<file path="src/uart_pkg.sv">
// UART widths, APB register map, control and status bit positions, FSM state types.
package uart_pkg;

    typedef logic [7:0]  data_t;
    typedef logic [4:0]  apb_addr_t;
    typedef logic [31:0] apb_data_t;
    typedef logic [15:0] divider_t;

    // Register offsets.
    localparam apb_addr_t TX_DATA_ADDR = 5'h00;
    localparam apb_addr_t RX_DATA_ADDR = 5'h04;
    localparam apb_addr_t STATUS_ADDR  = 5'h08;
    localparam apb_addr_t CONTROL_ADDR = 5'h0C;
    localparam apb_addr_t DIVIDER_ADDR = 5'h10;

    // Control bits. The two flush bits read back as zero.
    localparam int CTRL_TX_FLUSH   = 0;
    localparam int CTRL_RX_FLUSH   = 1;
    localparam int CTRL_PARITY_EN  = 2;
    localparam int CTRL_PARITY_ODD = 3;

    // Status bits.
    localparam int ST_RX_EMPTY   = 0;
    localparam int ST_TX_EMPTY   = 1;
    localparam int ST_RX_FULL    = 2;
    localparam int ST_TX_FULL    = 3;
    localparam int ST_PARITY_ERR = 4;
    localparam int ST_OVERRUN    = 5;

    localparam divider_t DIVIDER_RESET = 16'd16;

    typedef enum logic [2:0] {
        TX_IDLE, TX_START, TX_DATA, TX_PARITY, TX_STOP
    } tx_state_t;

    typedef enum logic [2:0] {
        RX_IDLE, RX_START, RX_DATA, RX_PARITY, RX_STOP
    } rx_state_t;

endpackage
</file>
<file path="src/apb_uart.sv">
// APB UART top level: register block, TX and RX FIFOs, serializer and deserializer.
`timescale 1ns/10ps

module apb_uart #(
    parameter int FIFO_DEPTH = 16
) (
    input  logic                clk_i,
    input  logic                arst_n_i,
    input  logic                psel_i,
    input  logic                penable_i,
    input  logic                pwrite_i,
    input  uart_pkg::apb_addr_t paddr_i,
    input  uart_pkg::apb_data_t pwdata_i,
    output uart_pkg::apb_data_t prdata_o,
    output logic                pready_o,
    output logic                pslverr_o,
    input  logic                uart_rx_i,
    output logic                uart_tx_o
);

    logic               tx_push_valid;
    logic               tx_push_ready;
    uart_pkg::data_t    tx_push_data;
    logic               tx_byte_valid;
    logic               tx_byte_ready;
    uart_pkg::data_t    tx_byte_data;
    logic               rx_byte_valid;
    logic               rx_byte_ready;
    uart_pkg::data_t    rx_byte_data;
    logic               rx_pop_valid;
    logic               rx_pop_ready;
    uart_pkg::data_t    rx_pop_data;
    logic               tx_flush;
    logic               rx_flush;
    logic               parity_en;
    logic               parity_odd;
    logic               parity_err;
    logic               overrun;
    uart_pkg::divider_t divider;

    apb_uart_regs i_regs (
        .clk_i          (clk_i),
        .arst_n_i       (arst_n_i),
        .psel_i         (psel_i),
        .penable_i      (penable_i),
        .pwrite_i       (pwrite_i),
        .paddr_i        (paddr_i),
        .pwdata_i       (pwdata_i),
        .prdata_o       (prdata_o),
        .pready_o       (pready_o),
        .pslverr_o      (pslverr_o),
        .tx_push_ready_i(tx_push_ready),
        .tx_empty_i     (tx_byte_valid),
        .rx_pop_valid_i (rx_pop_valid),
        .rx_pop_data_i  (rx_pop_data),
        .rx_full_i      (rx_byte_ready),
        .parity_err_i   (parity_err),
        .overrun_i      (overrun),
        .tx_push_valid_o(tx_push_valid),
        .tx_push_data_o (tx_push_data),
        .rx_pop_ready_o (rx_pop_ready),
        .tx_flush_o     (tx_flush),
        .rx_flush_o     (rx_flush),
        .parity_en_o    (parity_en),
        .parity_odd_o   (parity_odd),
        .divider_o      (divider)
    );

    uart_fifo #(
        .FIFO_DEPTH(FIFO_DEPTH)
    ) i_tx_fifo (
        .clk_i    (clk_i),
        .arst_n_i (arst_n_i),
        .flush_i  (tx_flush),
        .s_valid_i(tx_push_valid),
        .s_data_i (tx_push_data),
        .s_ready_o(tx_push_ready),
        .m_valid_o(tx_byte_valid),
        .m_data_o (tx_byte_data),
        .m_ready_i(tx_byte_ready)
    );

    uart_fifo #(
        .FIFO_DEPTH(FIFO_DEPTH)
    ) i_rx_fifo (
        .clk_i    (clk_i),
        .arst_n_i (arst_n_i),
        .flush_i  (rx_flush),
        .s_valid_i(rx_byte_valid),
        .s_data_i (rx_byte_data),
        .s_ready_o(rx_byte_ready),
        .m_valid_o(rx_pop_valid),
        .m_data_o (rx_pop_data),
        .m_ready_i(rx_pop_ready)
    );

    uart_tx i_uart_tx (
        .clk_i       (clk_i),
        .arst_n_i    (arst_n_i),
        .divider_i   (divider),
        .parity_en_i (parity_en),
        .parity_odd_i(parity_odd),
        .s_valid_i   (tx_byte_valid),
        .s_data_i    (tx_byte_data),
        .s_ready_o   (tx_byte_ready),
        .uart_tx_o   (uart_tx_o)
    );

    uart_rx i_uart_rx (
        .clk_i       (clk_i),
        .arst_n_i    (arst_n_i),
        .divider_i   (divider),
        .parity_en_i (parity_en),
        .parity_odd_i(parity_odd),
        .uart_rx_i   (uart_rx_i),
        .m_valid_o   (rx_byte_valid),
        .m_data_o    (rx_byte_data),
        .m_ready_i   (rx_byte_ready),
        .parity_err_o(parity_err),
        .overrun_o   (overrun)
    );

endmodule

</file>
<file path="src/uart_rx.sv">
// UART frame deserializer with mid-bit sampling, parity check and overrun flag.
`timescale 1ns/10ps

module uart_rx (
    input  logic               clk_i,
    input  logic               arst_n_i,
    input  uart_pkg::divider_t divider_i,
    input  logic               parity_en_i,
    input  logic               parity_odd_i,
    input  logic               uart_rx_i,
    output logic               m_valid_o,
    output uart_pkg::data_t    m_data_o,
    input  logic               m_ready_i,
    output logic               parity_err_o,
    output logic               overrun_o
);

    uart_pkg::rx_state_t state_q;
    uart_pkg::divider_t  cnt_q;
    uart_pkg::data_t     shift_q;
    logic [2:0]          rx_sync_q;
    logic [2:0]          bit_idx_q;
    logic                par_bad_q;
    logic                rx_bit;
    logic                fall;
    logic                sample;

    // The third flop after the two synchronizer stages only serves edge detection.
    assign rx_bit = rx_sync_q[1];
    assign fall   = rx_sync_q[2] & ~rx_sync_q[1];

    // The start bit is checked at half a period and all later bits one period on.
    assign sample = (state_q == uart_pkg::RX_START) ? (cnt_q >= (divider_i >> 1) - 1'b1)
                                                    : (cnt_q >= divider_i - 1'b1);

    assign m_data_o     = shift_q;
    assign parity_err_o = m_valid_o & par_bad_q;
    assign overrun_o    = m_valid_o & ~m_ready_i;

    always_ff @(posedge clk_i or negedge arst_n_i) begin
        if (!arst_n_i) begin
            rx_sync_q <= '1;
            state_q   <= uart_pkg::RX_IDLE;
            cnt_q     <= '0;
            bit_idx_q <= '0;
            m_valid_o <= 1'b0;
        end else begin
            rx_sync_q <= {rx_sync_q[1:0], uart_rx_i};
            m_valid_o <= 1'b0;
            cnt_q     <= (sample || state_q == uart_pkg::RX_IDLE) ? '0 : cnt_q + 1'b1;
            case (state_q)
                uart_pkg::RX_IDLE: begin
                    if (fall) begin
                        state_q <= uart_pkg::RX_START;
                    end
                end
                uart_pkg::RX_START: begin
                    if (sample) begin
                        state_q   <= rx_bit ? uart_pkg::RX_IDLE : uart_pkg::RX_DATA;
                        bit_idx_q <= '0;
                    end
                end
                uart_pkg::RX_DATA: begin
                    if (sample) begin
                        bit_idx_q <= bit_idx_q + 1'b1;
                        if (bit_idx_q == 3'd7) begin
                            state_q <= parity_en_i ? uart_pkg::RX_PARITY : uart_pkg::RX_STOP;
                        end
                    end
                end
                uart_pkg::RX_PARITY: begin
                    if (sample) begin
                        state_q <= uart_pkg::RX_STOP;
                    end
                end
                default: begin
                    if (sample) begin
                        state_q   <= uart_pkg::RX_IDLE;
                        m_valid_o <= 1'b1;
                    end
                end
            endcase
        end
    end

    always_ff @(posedge clk_i) begin
        if (state_q == uart_pkg::RX_IDLE && fall) begin
            par_bad_q <= 1'b0;
        end
        if (state_q == uart_pkg::RX_DATA && sample) begin
            shift_q <= {rx_bit, shift_q[7:1]};
        end
        if (state_q == uart_pkg::RX_PARITY && sample) begin
            par_bad_q <= rx_bit ^ (^shift_q) ^ parity_odd_i;
        end
    end

    // Each frame yields a single-cycle strobe.
    a_valid_pulse: assert property (
        @(posedge clk_i) disable iff (!arst_n_i) m_valid_o |=> !m_valid_o
    );

endmodule

</file>
<file path="src/uart_tx.sv">
// UART frame serializer fed from the TX FIFO.
`timescale 1ns/10ps

module uart_tx (
    input  logic               clk_i,
    input  logic               arst_n_i,
    input  uart_pkg::divider_t divider_i,
    input  logic               parity_en_i,
    input  logic               parity_odd_i,
    input  logic               s_valid_i,
    input  uart_pkg::data_t    s_data_i,
    output logic               s_ready_o,
    output logic               uart_tx_o
);

    uart_pkg::tx_state_t state_q;
    uart_pkg::divider_t  cnt_q;
    uart_pkg::data_t     shift_q;
    logic [2:0]          bit_idx_q;
    logic                parity_q;
    logic                bit_done;

    assign bit_done  = (cnt_q >= divider_i - 1'b1);
    assign s_ready_o = (state_q == uart_pkg::TX_IDLE);

    always_ff @(posedge clk_i or negedge arst_n_i) begin
        if (!arst_n_i) begin
            state_q   <= uart_pkg::TX_IDLE;
            cnt_q     <= '0;
            bit_idx_q <= '0;
        end else begin
            cnt_q <= (bit_done || s_ready_o) ? '0 : cnt_q + 1'b1;
            case (state_q)
                uart_pkg::TX_IDLE: begin
                    if (s_valid_i) begin
                        state_q <= uart_pkg::TX_START;
                    end
                end
                uart_pkg::TX_START: begin
                    if (bit_done) begin
                        state_q   <= uart_pkg::TX_DATA;
                        bit_idx_q <= '0;
                    end
                end
                uart_pkg::TX_DATA: begin
                    if (bit_done) begin
                        bit_idx_q <= bit_idx_q + 1'b1;
                        if (bit_idx_q == 3'd7) begin
                            state_q <= parity_en_i ? uart_pkg::TX_PARITY : uart_pkg::TX_STOP;
                        end
                    end
                end
                uart_pkg::TX_PARITY: begin
                    if (bit_done) begin
                        state_q <= uart_pkg::TX_STOP;
                    end
                end
                default: begin
                    if (bit_done) begin
                        state_q <= uart_pkg::TX_IDLE;
                    end
                end
            endcase
        end
    end

    always_ff @(posedge clk_i) begin
        if (s_valid_i && s_ready_o) begin
            shift_q  <= s_data_i;
            parity_q <= (^s_data_i) ^ parity_odd_i;
        end else if (state_q == uart_pkg::TX_DATA && bit_done) begin
            shift_q <= shift_q >> 1;
        end
    end

    always_comb begin
        case (state_q)
            uart_pkg::TX_START:  uart_tx_o = 1'b0;
            uart_pkg::TX_DATA:   uart_tx_o = shift_q[0];
            uart_pkg::TX_PARITY: uart_tx_o = parity_q;
            default:             uart_tx_o = 1'b1;
        endcase
    end

    // An accepted byte starts its frame with the line low on the next cycle.
    a_start_low: assert property (
        @(posedge clk_i) disable iff (!arst_n_i)
        (s_valid_i && s_ready_o) |=> (state_q == uart_pkg::TX_START) && !uart_tx_o
    );

endmodule

</file>
<file path="src/uart_fifo.sv">
// Synchronous byte FIFO with valid/ready on both sides and a flush input.
`timescale 1ns/10ps

module uart_fifo #(
    parameter int FIFO_DEPTH = 16
) (
    input  logic            clk_i,
    input  logic            arst_n_i,
    input  logic            flush_i,
    input  logic            s_valid_i,
    input  uart_pkg::data_t s_data_i,
    output logic            s_ready_o,
    output logic            m_valid_o,
    output uart_pkg::data_t m_data_o,
    input  logic            m_ready_i
);

    localparam int AW = (FIFO_DEPTH > 1) ? $clog2(FIFO_DEPTH) : 1;
    localparam int CW = AW + 1;

    uart_pkg::data_t mem [FIFO_DEPTH];
    logic [AW-1:0]   wr_ptr_q;
    logic [AW-1:0]   rd_ptr_q;
    logic [CW-1:0]   count_q;
    logic            push;
    logic            pop;

    assign s_ready_o = (count_q != CW'(FIFO_DEPTH));
    assign m_valid_o = (count_q != '0);
    assign m_data_o  = mem[rd_ptr_q];
    assign push      = s_valid_i & s_ready_o;
    assign pop       = m_valid_o & m_ready_i;

    always_ff @(posedge clk_i or negedge arst_n_i) begin
        if (!arst_n_i) begin
            wr_ptr_q <= '0;
            rd_ptr_q <= '0;
            count_q  <= '0;
        end else if (flush_i) begin
            wr_ptr_q <= '0;
            rd_ptr_q <= '0;
            count_q  <= '0;
        end else begin
            if (push) begin
                wr_ptr_q <= (wr_ptr_q == AW'(FIFO_DEPTH - 1)) ? '0 : wr_ptr_q + 1'b1;
            end
            if (pop) begin
                rd_ptr_q <= (rd_ptr_q == AW'(FIFO_DEPTH - 1)) ? '0 : rd_ptr_q + 1'b1;
            end
            if (push && !pop) begin
                count_q <= count_q + 1'b1;
            end else if (pop && !push) begin
                count_q <= count_q - 1'b1;
            end
        end
    end

    always_ff @(posedge clk_i) begin
        if (push && !flush_i) begin
            mem[wr_ptr_q] <= s_data_i;
        end
    end

    a_count_bound: assert property (
        @(posedge clk_i) disable iff (!arst_n_i) count_q <= CW'(FIFO_DEPTH)
    );

endmodule

</file>
<file path="src/apb_uart_regs.sv">
// APB register block: TX push, RX pop, status word, control and divider registers.
`timescale 1ns/10ps

module apb_uart_regs (
    input  logic                clk_i,
    input  logic                arst_n_i,
    input  logic                psel_i,
    input  logic                penable_i,
    input  logic                pwrite_i,
    input  uart_pkg::apb_addr_t paddr_i,
    input  uart_pkg::apb_data_t pwdata_i,
    output uart_pkg::apb_data_t prdata_o,
    output logic                pready_o,
    output logic                pslverr_o,
    input  logic                tx_push_ready_i,
    input  logic                tx_empty_i,
    input  logic                rx_pop_valid_i,
    input  uart_pkg::data_t     rx_pop_data_i,
    input  logic                rx_full_i,
    input  logic                parity_err_i,
    input  logic                overrun_i,
    output logic                tx_push_valid_o,
    output uart_pkg::data_t     tx_push_data_o,
    output logic                rx_pop_ready_o,
    output logic                tx_flush_o,
    output logic                rx_flush_o,
    output logic                parity_en_o,
    output logic                parity_odd_o,
    output uart_pkg::divider_t  divider_o
);

    uart_pkg::divider_t  divider_q;
    uart_pkg::apb_data_t status;
    logic                wr_access;
    logic                rd_access;
    logic                parity_err_q;
    logic                overrun_q;

    assign wr_access = psel_i & penable_i & pwrite_i;
    assign rd_access = psel_i & penable_i & ~pwrite_i;
    assign pready_o  = 1'b1;

    assign tx_push_valid_o = wr_access && (paddr_i == uart_pkg::TX_DATA_ADDR);
    assign tx_push_data_o  = pwdata_i[7:0];
    assign rx_pop_ready_o  = rd_access && (paddr_i == uart_pkg::RX_DATA_ADDR);

    // Flush strobes act on the edge that ends the control write.
    assign tx_flush_o = wr_access && (paddr_i == uart_pkg::CONTROL_ADDR)
                        && pwdata_i[uart_pkg::CTRL_TX_FLUSH];
    assign rx_flush_o = wr_access && (paddr_i == uart_pkg::CONTROL_ADDR)
                        && pwdata_i[uart_pkg::CTRL_RX_FLUSH];

    assign pslverr_o = (tx_push_valid_o & ~tx_push_ready_i)
                     | (rx_pop_ready_o & ~rx_pop_valid_i);

    // Bit periods shorter than four cycles leave no room for mid-bit sampling.
    assign divider_o = (divider_q < 16'd4) ? 16'd4 : divider_q;

    always_ff @(posedge clk_i or negedge arst_n_i) begin
        if (!arst_n_i) begin
            parity_en_o  <= 1'b0;
            parity_odd_o <= 1'b0;
            divider_q    <= uart_pkg::DIVIDER_RESET;
            parity_err_q <= 1'b0;
            overrun_q    <= 1'b0;
        end else begin
            if (wr_access && paddr_i == uart_pkg::CONTROL_ADDR) begin
                parity_en_o  <= pwdata_i[uart_pkg::CTRL_PARITY_EN];
                parity_odd_o <= pwdata_i[uart_pkg::CTRL_PARITY_ODD];
            end
            if (wr_access && paddr_i == uart_pkg::DIVIDER_ADDR) begin
                divider_q <= pwdata_i[15:0];
            end
            if (rx_flush_o) begin
                parity_err_q <= 1'b0;
                overrun_q    <= 1'b0;
            end else begin
                parity_err_q <= parity_err_q | parity_err_i;
                overrun_q    <= overrun_q | overrun_i;
            end
        end
    end

    // FIFO valid and ready come in active high, so empty and full are their inverses.
    always_comb begin
        status                          = '0;
        status[uart_pkg::ST_RX_EMPTY]   = ~rx_pop_valid_i;
        status[uart_pkg::ST_TX_EMPTY]   = ~tx_empty_i;
        status[uart_pkg::ST_RX_FULL]    = ~rx_full_i;
        status[uart_pkg::ST_TX_FULL]    = ~tx_push_ready_i;
        status[uart_pkg::ST_PARITY_ERR] = parity_err_q;
        status[uart_pkg::ST_OVERRUN]    = overrun_q;
    end

    always_comb begin
        prdata_o = '0;
        if (rd_access) begin
            case (paddr_i)
                uart_pkg::RX_DATA_ADDR: begin
                    if (rx_pop_valid_i) begin
                        prdata_o = uart_pkg::apb_data_t'(rx_pop_data_i);
                    end
                end
                uart_pkg::STATUS_ADDR:  prdata_o = status;
                uart_pkg::CONTROL_ADDR: begin
                    prdata_o[uart_pkg::CTRL_PARITY_EN]  = parity_en_o;
                    prdata_o[uart_pkg::CTRL_PARITY_ODD] = parity_odd_o;
                end
                uart_pkg::DIVIDER_ADDR: prdata_o = uart_pkg::apb_data_t'(divider_q);
                default:                prdata_o = '0;
            endcase
        end
    end

    // Penable may only rise while psel is held.
    a_penable_in_sel: assert property (
        @(posedge clk_i) disable iff (!arst_n_i) $rose(penable_i) |-> psel_i
    );

endmodule

</file>
<file path="config.mk">
export PLATFORM = sky130hd
export DESIGN_NAME = apb_uart
export DESIGN_NICKNAME = d
export VERILOG_FILES = /design/src/uart_pkg.sv /design/src/apb_uart.sv /design/src/uart_rx.sv /design/src/uart_tx.sv /design/src/uart_fifo.sv /design/src/apb_uart_regs.sv
export SDC_FILE = /design/constraint.sdc
export NUM_CORES = 1
export LEC_CHECK = 0
export BUFFER_PORTS_ARGS = -buffer_cell sky130_fd_sc_hd__buf_4
export CAP_MARGIN = 0
export CORE_MARGIN = 3
export CORE_UTILIZATION = 31
export CTS_CLUSTER_DIAMETER = 60
export DETAILED_ROUTE_END_ITERATION = 8
export SLEW_MARGIN = 10
export SYNTH_ARGS = -nofsm -noshare
export SYNTH_HDL_FRONTEND = slang
export SYNTH_SLANG_ARGS = --single-unit
</file>
<file path="constraint.sdc">
create_clock -name clk_i -period 15.4 [get_ports clk_i]
set_clock_uncertainty 0.2 [all_clocks]
set_input_delay 3.08 -clock clk_i [delete_from_list [all_inputs] [get_ports clk_i]]
set_output_delay 3.08 -clock clk_i [all_outputs]
set_load 0.02 [all_outputs]
</file>
Word level (Yosys, flattened, before mapping):

Memories as Yosys holds them, arrays and structs flattened.
Cells that the tools add are included.

* flip-flop bits (word level): 112
* RAM bits: 256
* input bits: 43
* output and inout port bits: 35
* word-level logic and storage cells: 204
* memories kept: 2

* add/sub/neg operators: 14
* magnitude comparators: 4
* equality and inequality tests: 28
* multiplexer cells: 60
* bitwise logic cells: 24
* reductions and logical operators: 49

Memories
* i_rx_fifo.mem: depth 16, width 8, rd ports 1, clocked after memory_dff 0, wr ports 1, RTL line uart_fifo.sv:21 `uart_pkg::data_t mem [FIFO_DEPTH];`
* i_tx_fifo.mem: depth 16, width 8, rd ports 1, clocked after memory_dff 0, wr ports 1, RTL line uart_fifo.sv:21

Operator list (count)
* $ge A16 B16 Y1: 3
* $mux W16: 3
* $mux W4: 12
* $mux W3: 15
* $pmux W12 S3: 1
* $add A16 B1 Y16 const B: 2
* $mux W32: 1
* $mux W5: 6
* $mux W8: 3
* $pmux W3 S4: 2
* $reduce_bool A2 Y1: 10
* $ne A2 B1 Y1 const B: 9
* $logic_and A1 B1 Y1: 17
* $add A4 B1 Y4 const B: 4
* $eq A4 B4 Y1 const B: 4
* $lt A16 B3 Y1 const B: 1
* $reduce_xor A8 Y1: 2
* $sub A15 B1 Y16 const B: 1
* $sub A16 B1 Y16 const B: 1
* $and A1 B1 Y1: 12
* $eq A3 B2 Y1 const B: 4
* $pmux W3 S2: 2
* $reduce_and A6 Y1: 2
* $mux W1: 11
* other kinds (25): 51

Longest topological paths before layout:

Gate-level depths: netlist of run 1.

* depth in word-level cells: 9
* mapped depth: 22
* mapped depth without buffers: 19

Hierarchy:

Synthesis of run 1 repeated with hierarchy kept, for this count alone.

* cells, all modules: 1324
* area, all modules: 18306.3 um^2

By module, submodules not included
* uart_fifo (i_rx_fifo): instances 1, cells each 359, area an instance 5930.7 um^2, seq. area each 4169.0 um^2
* uart_fifo (i_tx_fifo): instances 1, cells each 298, area an instance 5923.2 um^2, seq. area each 4169.0 um^2
* uart_rx: instances 1, cells each 286, area an instance 2722.6 um^2, seq. area each 924.6 um^2
* uart_tx: instances 1, cells each 218, area an instance 2175.8 um^2, seq. area each 820.8 um^2
* apb_uart_regs: instances 1, cells each 163, area an instance 1554.0 um^2, seq. area each 501.7 um^2

Worst setup path before layout of run 1:

No wires, ideal clock.

* path type: input -> output
* start point: in paddr_i[1]
* end point: out prdata_o[6]
* arrival: 4.767 ns
* slack: 7.353 ns
* stages on the path: 5
* cell sequence: or3_1 > nor3b_1 > clkbuf_1 > a22oi_1 > nor2_1

* word-level cells in the longest chain between the ends: 3

Ends and longest elaborated chain
* from (decl): RTL line apb_uart.sv:12 `input uart_pkg::apb_addr_t paddr_i,`
* $eq A5 B5 Y1 (tied with other cells): RTL line apb_uart_regs.sv:98 `case (paddr_i)`
* $pmux W12 S3 *: RTL line apb_uart_regs.sv:98
* $mux W32 *: RTL line apb_uart_regs.sv:97 `if (rd_access) begin`
* to (decl): RTL line apb_uart.sv:14 `output uart_pkg::apb_data_t prdata_o,`

Every way passes the cells marked *; elsewhere a longest branch is shown, timed or not.

Worst setup path in the final report of run 1:

* start point: in paddr_i[1]
* end point: out prdata_o[2]

* word-level cells in the longest chain between the ends: 3

Ends and longest elaborated chain (RTL line)
* $eq A5 B5 Y1 (tied with other cells): apb_uart_regs.sv:98
* $pmux W2 S4 *: apb_uart_regs.sv:98
* $mux W32 *: apb_uart_regs.sv:97

Marked as above.

==> results.toml, run 1 <==
[clocking]
cts.reportedPaths.clkPinSlew_ns = 0.06
post-cts-setup-buffers = 0
h-tree-depth = 2
clk-insertion-delay-late_ns = 0.57
cts_tree = "done"
cts_buffer_depth = 3
numCtsBuffers = 42
post_cts_resized = 0
hold_buffers = 0
cts_root_buffer = "clkbuf_16"
cts_sinks = 368

[synthesis]
synth_edf_count = 274
synth_top_family_by_area = "multiplexers"
synthArstFlopShare_pct = 25.54
synthFlopType = "edfxtp_1"
ys_ff_latch = 368
synth.distinct_cells = 71
syn_area_per_cell_um2 = 14.50
ys_warn_count = 0
syn_area_mm2 = 0.01741
ys_seq_area_share_pct = 60.80
synth_simple_gate_area_share_pct = 10.26
synth_compound_area_share_pct = 5.570
synth_adder_area_share_pct = 5.189
syn_inst = 1201
synth_xor_area_share_pct = 4.176
synth_mux_area_share_pct = 11.40

[place]
port_buffers = 44
dp_hpwl_mm = 25.55
gp_congestion = 0.8307

[floorplan]
start_util_pct = 31.48
dieHeight_um = 243.0
std_cell_rows = 86
dieArea_mm2 = 0.05904
die_w_um = 243.0
core_area_mm2 = 0.05531
ios = 78

[timing]
finalSetupViolCount = 0
finalCriticalPeriod_ns = 8.667
tightestPinTransition_ns = 1.131
setup_tns_ns = 0
period_share_pct = 56.28
rsz0062_at_grt = "no"
hold_violations = 0
max_freq_mhz = 115.4
max-slew-margin-rel_pct = 24.59
maxSlewViolCount = 0

[power_and_ir_drop]
power_switching_uw = 916.2
p_int_uw = 2135
ir_drop_v = 0.00008979
power_leakage_uw = 0.007329
p_comb_share_pct = 24.9
total_power_uw = 3051
power_frac_clock_pct = 34.6
seqPwrFrac_pct = 40.5
p_sw_share_pct = 30.03
p_per_area_mw_per_mm2 = 152.5

[critical_path]
crit_path_max_incr_delay_ns = 0.82
cp-end-kind = "primary output"
slowest_stage = "nor3b_1"
r2r_slack_ns = 9.01
reg2reg_to = "i_uart_rx.m_data_o[5]"
reg2regPathDepth = 19
cp-startpoint = "paddr_i[1]"
r2r_start = "i_regs.divider_q[4]"
crit_top_cell = "buf_4"
path_cells = "buf_4 -> or3_1 -> nor3b_1 -> nand3_1 -> a31oi_1 -> buf_4"
startpoint_type = "primary input"
required_ns = 12.12
criticalPathCategory = "in2out"
crit_fanout = 7
crit_family = "simple AND/OR/NAND/NOR gates"
critPathBufInv = 2
cp.arrival_ns = 5.39

[min_path]
hold_end = "i_uart_rx.rx_sync_q[1]"
hp-class = "reg2reg"
hold_path_startpoint = "i_uart_rx.rx_sync_q[0]"
min_path_cells = 0

[global_route]
grt_start_max_net_pins = 57
first_global_vias = 10020
antenna_found_initial = 1
grt_usage_pct = 12.69
grt_overflow_total = 0
grt_pass1_wl_mm = 58.47

[final_layout]
nets = 1369
drive_gt1_share_pct = 19.19
syn2layout_area_growth_pct = 14.96

[route]
ant_nets = 0
first_pass_iters = 5
routed_wl_mm = 37.36
drc_errors = 0
viasPerCell = 4.882
vias = 9940
routedWlPerCell_um = 18.35
drtIter0Drc = 756

[run_status]
status = "finished, final reports clean"

[flow_run]
cap_violations = 0
layout make-up:
type | count | area, um2
Tap cell | 748 | 935.9
Multi-Input combinational cell | 759 | 6475
Fill cell | 5249 | 35300
Clock buffer | 51 | 1127
Antenna cell | 1 | 2.502
Timing Repair Buffer | 59 | 442.9
Clock inverter | 25 | 347.8
Inverter | 25 | 93.84
Sequential cell | 368 | 10590
power by group through the flow:
stage,clock (uW),combinational [uW],sequential (uW)
final,1060,761,1230
after global routing,1120,854,1250
after CTS,1080,771,1230
after detailed placement,0,767,1250
after global placement,0,744,1250
after floorplan,0,619,1210
kinds of logic after synthesis:
| group | Yosys count |
|---|---|
| flops | 368 |
| compound gates | 138 |
| fa+ha+maj | 71 |
| other cells | 2 |
| mux | 101 |
| xor+xnor | 83 |
| buf+inv | 90 |
| simple gates | 348 |
registers in the layout, summed over array words and instances (netlist names), 4 cells and up:
name                count
i_tx_fifo.rd_ptr_q      4
i_rx_fifo.mem         128
i_rx_fifo.count_q       5
i_uart_rx.m_data_o      8
i_regs.divider_q       16
i_tx_fifo.wr_ptr_q      4
i_uart_rx.cnt_q        16
i_rx_fifo.wr_ptr_q      4
i_uart_tx.cnt_q        16
i_uart_tx.shift_q       8
i_rx_fifo.rd_ptr_q      4
i_tx_fifo.mem         128
i_tx_fifo.count_q       5
worst max-delay path by stage:
| stage | end | slack [ns] | depth (start not counted) |
|---|---|---|---|
| after floorplan | prdata_o[6] | 7.35 | 5 |
| after global placement | prdata_o[2] | 6.66 | 6 |
| after detailed placement | prdata_o[2] | 6.59 | 6 |
| after CTS | prdata_o[2] | 6.58 | 6 |
| after global routing | prdata_o[2] | 6.66 | 6 |
| final | prdata_o[2] | 6.73 | 6 |
cells in the mapped netlist, types with 5 or more instances:
master | instances | area [um2]
edfxtp_1 | 274 | 8228
dfrtp_1 | 90 | 2252
nor2_1 | 89 | 334.1
mux4_2 | 76 | 1712
nand2_1 | 74 | 277.8
ha_1 | 69 | 863.3
xnor2_1 | 45 | 394.1
nand3_1 | 39 | 195.2
xor2_1 | 38 | 332.8
and2_1 | 30 | 187.7
a21oi_1 | 28 | 140.1
clkbuf_1 | 28 | 105.1
o21ai_0 | 28 | 140.1
inv_1 | 25 | 93.84
and3_1 | 19 | 118.9
mux2_2 | 18 | 202.7
buf_4 | 17 | 127.6
nor3_1 | 17 | 85.08
nor2b_1 | 15 | 93.84
nand2b_1 | 14 | 87.58
a21o_1 | 12 | 90.09
buf_2 | 10 | 50.05
nor2_4 | 10 | 112.6
a221oi_1 | 9 | 78.83
a22o_1 | 8 | 70.07
nor3b_1 | 8 | 60.06
nor4_1 | 8 | 50.05
buf_1 | 7 | 26.28
mux2i_1 | 7 | 70.07
o31ai_1 | 7 | 52.55
or3_1 | 7 | 43.79
a31oi_1 | 5 | 31.28
cell usage in the layout, fill, tap and decap left out, types with 19 or more instances in the layout:
master and instances:
a21oi_1 28, and2_1 30, and3_1 19, buf_4 59, clkbuf_16 44, dfrtp_1 88, edfxtp_1 274, ha_1 69
inv_1 25, mux4_2 76, nand2_1 74, nand3_1 39, nor2_1 89, o21ai_0 28, xnor2_1 45, xor2_1 38
per-layer routing:
metal  global-route usage [%]  vias to the layer above  routed length [um]
li1                         -                     4635                   -
met1                    18.75                     5057               18060
met2                    18.87                      202               16610
met3                    2.861                       46                2033
met4                    3.286                        0                 653
met5                        0                        -                   0
worst reg2reg max path, delay by kind of cell (launching register included):
family          cells  cell delay (ns)
compound gates      2             0.30
xor+xnor            1             0.19
fa+ha+maj           2             0.57
flops               1             0.66
simple gates       14             4.08
stage by stage:
stage / util (%) / cell area, um2 / hold WS, ns / instances / setup WS, ns
global placement: 33.50 / 18530 / 0.1473 / 1959 / 6.660
detailed placement: 33.50 / 18530 / 0.1495 / 1959 / 6.586
floorplan: - / 17470 / 0.1452 / 1217 / 7.353
CTS: 36.17 / 20000 / 0.1581 / 2035 / 6.578
finish: 36.18 / 20010 / 0.1563 / 2036 / 6.733
global route: 36.18 / 20010 / 0.1600 / 2035 / 6.657
(Power assumes the default switching activity.)
==> run 2: changes to the inputs <==
==> constraint.sdc (replaced) <==
create_clock -name clk_i -period 8.1 [get_ports clk_i]
set_clock_uncertainty 0.2 [all_clocks]
set_input_delay 1.62 -clock clk_i [delete_from_list [all_inputs] [get_ports clk_i]]
set_output_delay 1.62 -clock clk_i [all_outputs]
set_load 0.02 [all_outputs]
==> run 2 against run 1 <==
Effect of this change:
- sequential cell count unchanged
- critical endpoint is now i_uart_rx.m_data_o[7]
- global-route usage up 0.30 points
- die area unchanged
- clock power increased by 96%
- non-clock buffer count decreased by 3
- combinational power grew 87%
==> results.toml, run 2 (synthesis gave the netlist of run 1 again) <==
[route]
viasPerCell = 4.877
drtIter0Drc = 724
drc_errors = 0
routedWlPerCell_um = 18.80
ant_nets = 0
routed_wl_mm = 38.26
vias = 9925
first_pass_iters = 4

[place]
port_buffers = 44
pre_cts_slack_ns = 1.878
dp_hpwl_mm = 26.19
placedCellCount = 1956
gp_congestion = 0.8152

[global_route]
first_global_vias = 9931
antenna_found_initial = 1
grt_usage_pct = 12.99
grt_pass1_wl_mm = 59.47
grt_start_max_net_pins = 63
grt_overflow_total = 0

[clocking]
post_cts_resized = 0
cts_buffer_depth = 3
numCtsBuffers = 42
cts_sinks = 368
cts.reportedPaths.clkPinSlew_ns = 0.06
cts_tree = "done"
h-tree-depth = 2
post-cts-setup-buffers = 0
cts_root_buffer = "clkbuf_16"
hold_buffers = 0
clk-insertion-delay-late_ns = 0.56

[run_status]
status = "finished, final reports clean"

[timing]
setup_tns_ns = 0
max-slew-margin-rel_pct = 19.76
fin_ws_ns = 1.747
period_share_pct = 78.43
hold_violations = 0
finalSetupViolCount = 0
max_freq_mhz = 157.4
tightestPinTransition_ns = 1.198
rsz0062_at_grt = "no"
finalCriticalPeriod_ns = 6.353
maxSlewViolCount = 0

[power_and_ir_drop]
power_leakage_uw = 0.007338
p_per_area_mw_per_mm2 = 292.6
ir_drop_v = 0.0001536

[final_layout]
drive_gt1_share_pct = 19.36
mostFrequentLayoutCells = "edfxtp_1, nor2_1, dfrtp_1, mux4_2, nand2_1"
nets = 1366
final_common_cell = "edfxtp_1"
fillers = 5219
syn2layout_area_growth_pct = 15.13
fin_cells = 2035
top_regs = "i_rx_fifo.mem x128, i_tx_fifo.mem x128"

[critical_path]
reg2regPathDepth = 19
criticalPathCategory = "reg2reg"
r2r_slack_ns = 1.75
reg2reg_to = "i_uart_rx.m_data_o[7]"
crit_fanout = 8
crit_path_max_incr_delay_ns = 0.84
path_cells = "nor2_4 -> nand3_2 -> nand2b_1 -> nor2b_1 -> ha_1 -> nor3b_1 -> nand3_1 -> or3_1 -> nor3_1 -> and2_1 -> nand2_1 -> xor2_1 -> ha_1 -> and4_1 -> a221oi_1 -> nand2_1 -> and2_1 -> o21ai_0 -> nor3_1"
cp.arrival_ns = 6.32
crit_path_end = "i_uart_rx.m_data_o[7]"
cp-startpoint = "i_regs.divider_q[4]"
cp-end-kind = "flop"
startpoint_type = "flop"
slowest_stage = "nor3_1"
r2r_start = "i_regs.divider_q[4]"
required_ns = 8.06

[floorplan]
dieHeight_um = 243.0
std_cell_rows = 86
dieArea_mm2 = 0.05904
start_util_pct = 31.48
core_area_mm2 = 0.05531
ios = 78
die_w_um = 243.0

[min_path]
hp-class = "reg2reg"

[flow_run]
cap_violations = 0
==> run 2: cell types whose count changed in the layout (fill, tap and decap cells not counted), moves of 2 or more <==
| cell | previous run | this run |
|---|---|---|
| clkinv_1 | 6 | 2 |
| clkbuf_8 | 0 | 3 |
| clkinv_4 | 0 | 2 |
| buf_4 | 59 | 56 |
| bufinv_16 | 7 | 10 |
| inv_6 | 2 | 4 |
| clkbuf_16 | 44 | 42 |
==> run 2: worst min-delay path by stage <==
stage                                       from  slack, ns                     end  depth (start not counted)
after floorplan           i_uart_rx.rx_sync_q[0]       0.15  i_uart_rx.rx_sync_q[1]                          0
after global placement    i_uart_rx.rx_sync_q[0]       0.16  i_uart_rx.rx_sync_q[1]                          0
after detailed placement  i_uart_rx.rx_sync_q[0]       0.17  i_uart_rx.rx_sync_q[1]                          0
after CTS                 i_uart_rx.rx_sync_q[1]       0.20  i_uart_rx.rx_sync_q[2]                          0
after global routing      i_uart_rx.rx_sync_q[0]       0.19  i_uart_rx.rx_sync_q[1]                          0
final                     i_uart_rx.rx_sync_q[1]       0.19  i_uart_rx.rx_sync_q[2]                          0
==> run 2: layer usage <==
layer | up-vias | global-route usage, % | part of all wire [%]
li1 | 4643 | - | -
met1 | 5017 | 19.00 | 47
met2 | 220 | 19.51 | 45
met3 | 45 | 2.994 | 6.2
met4 | 0 | 3.304 | 1.6
met5 | - | 0 | 0
==> run 2: area by class of cell <==
cell class / count / area, um2 / share of cell area [%]
Antenna cell: 1 / 2.502 / 0.01249
Clock buffer: 53 / 1122 / 5.600
Clock inverter: 25 / 411.6 / 2.054
Inverter: 25 / 93.84 / 0.4682
Multi-Input combinational cell: 759 / 6469 / 32.27
Sequential cell: 368 / 10590 / 52.82
Tap cell: 748 / 935.9 / 4.669
Timing Repair Buffer: 56 / 420.4 / 2.098
==> run 2: worst max-delay path: cells and delay by family (launching register included) <==
| family | cells | cell delay (ns) |
|---|---|---|
| xor gates and xnor gates | 1 | 0.19 |
| AOI/OAI and AO/OA | 2 | 0.30 |
| and+or+nand+nor | 14 | 4.06 |
| adders and majority gates | 2 | 0.57 |
| DFF | 1 | 0.62 |
==> run 2: stage by stage <==
stage          instance area (um2)  util (%)  hold slack, ns  total power, uW
2_1_floorplan                17470         -          0.1452             3472
3_3_place_gp                 18510     33.46          0.1621             3796
3_5_place_dp                 18510     33.46          0.1685             3831
4_1_cts                      20040     36.23          0.1952             5932
5_1_grt                      20040     36.23          0.1935             6190
6_report                     20040     36.24          0.1901             5864
==> run 2: where the power goes <==
part           leakage [uW]  internal (uW)  switching, uW  total [uW]
sequential          0.00367           2170            189        2360
combinational       0.00293            665            758        1420
clock              0.000742           1310            773        2080
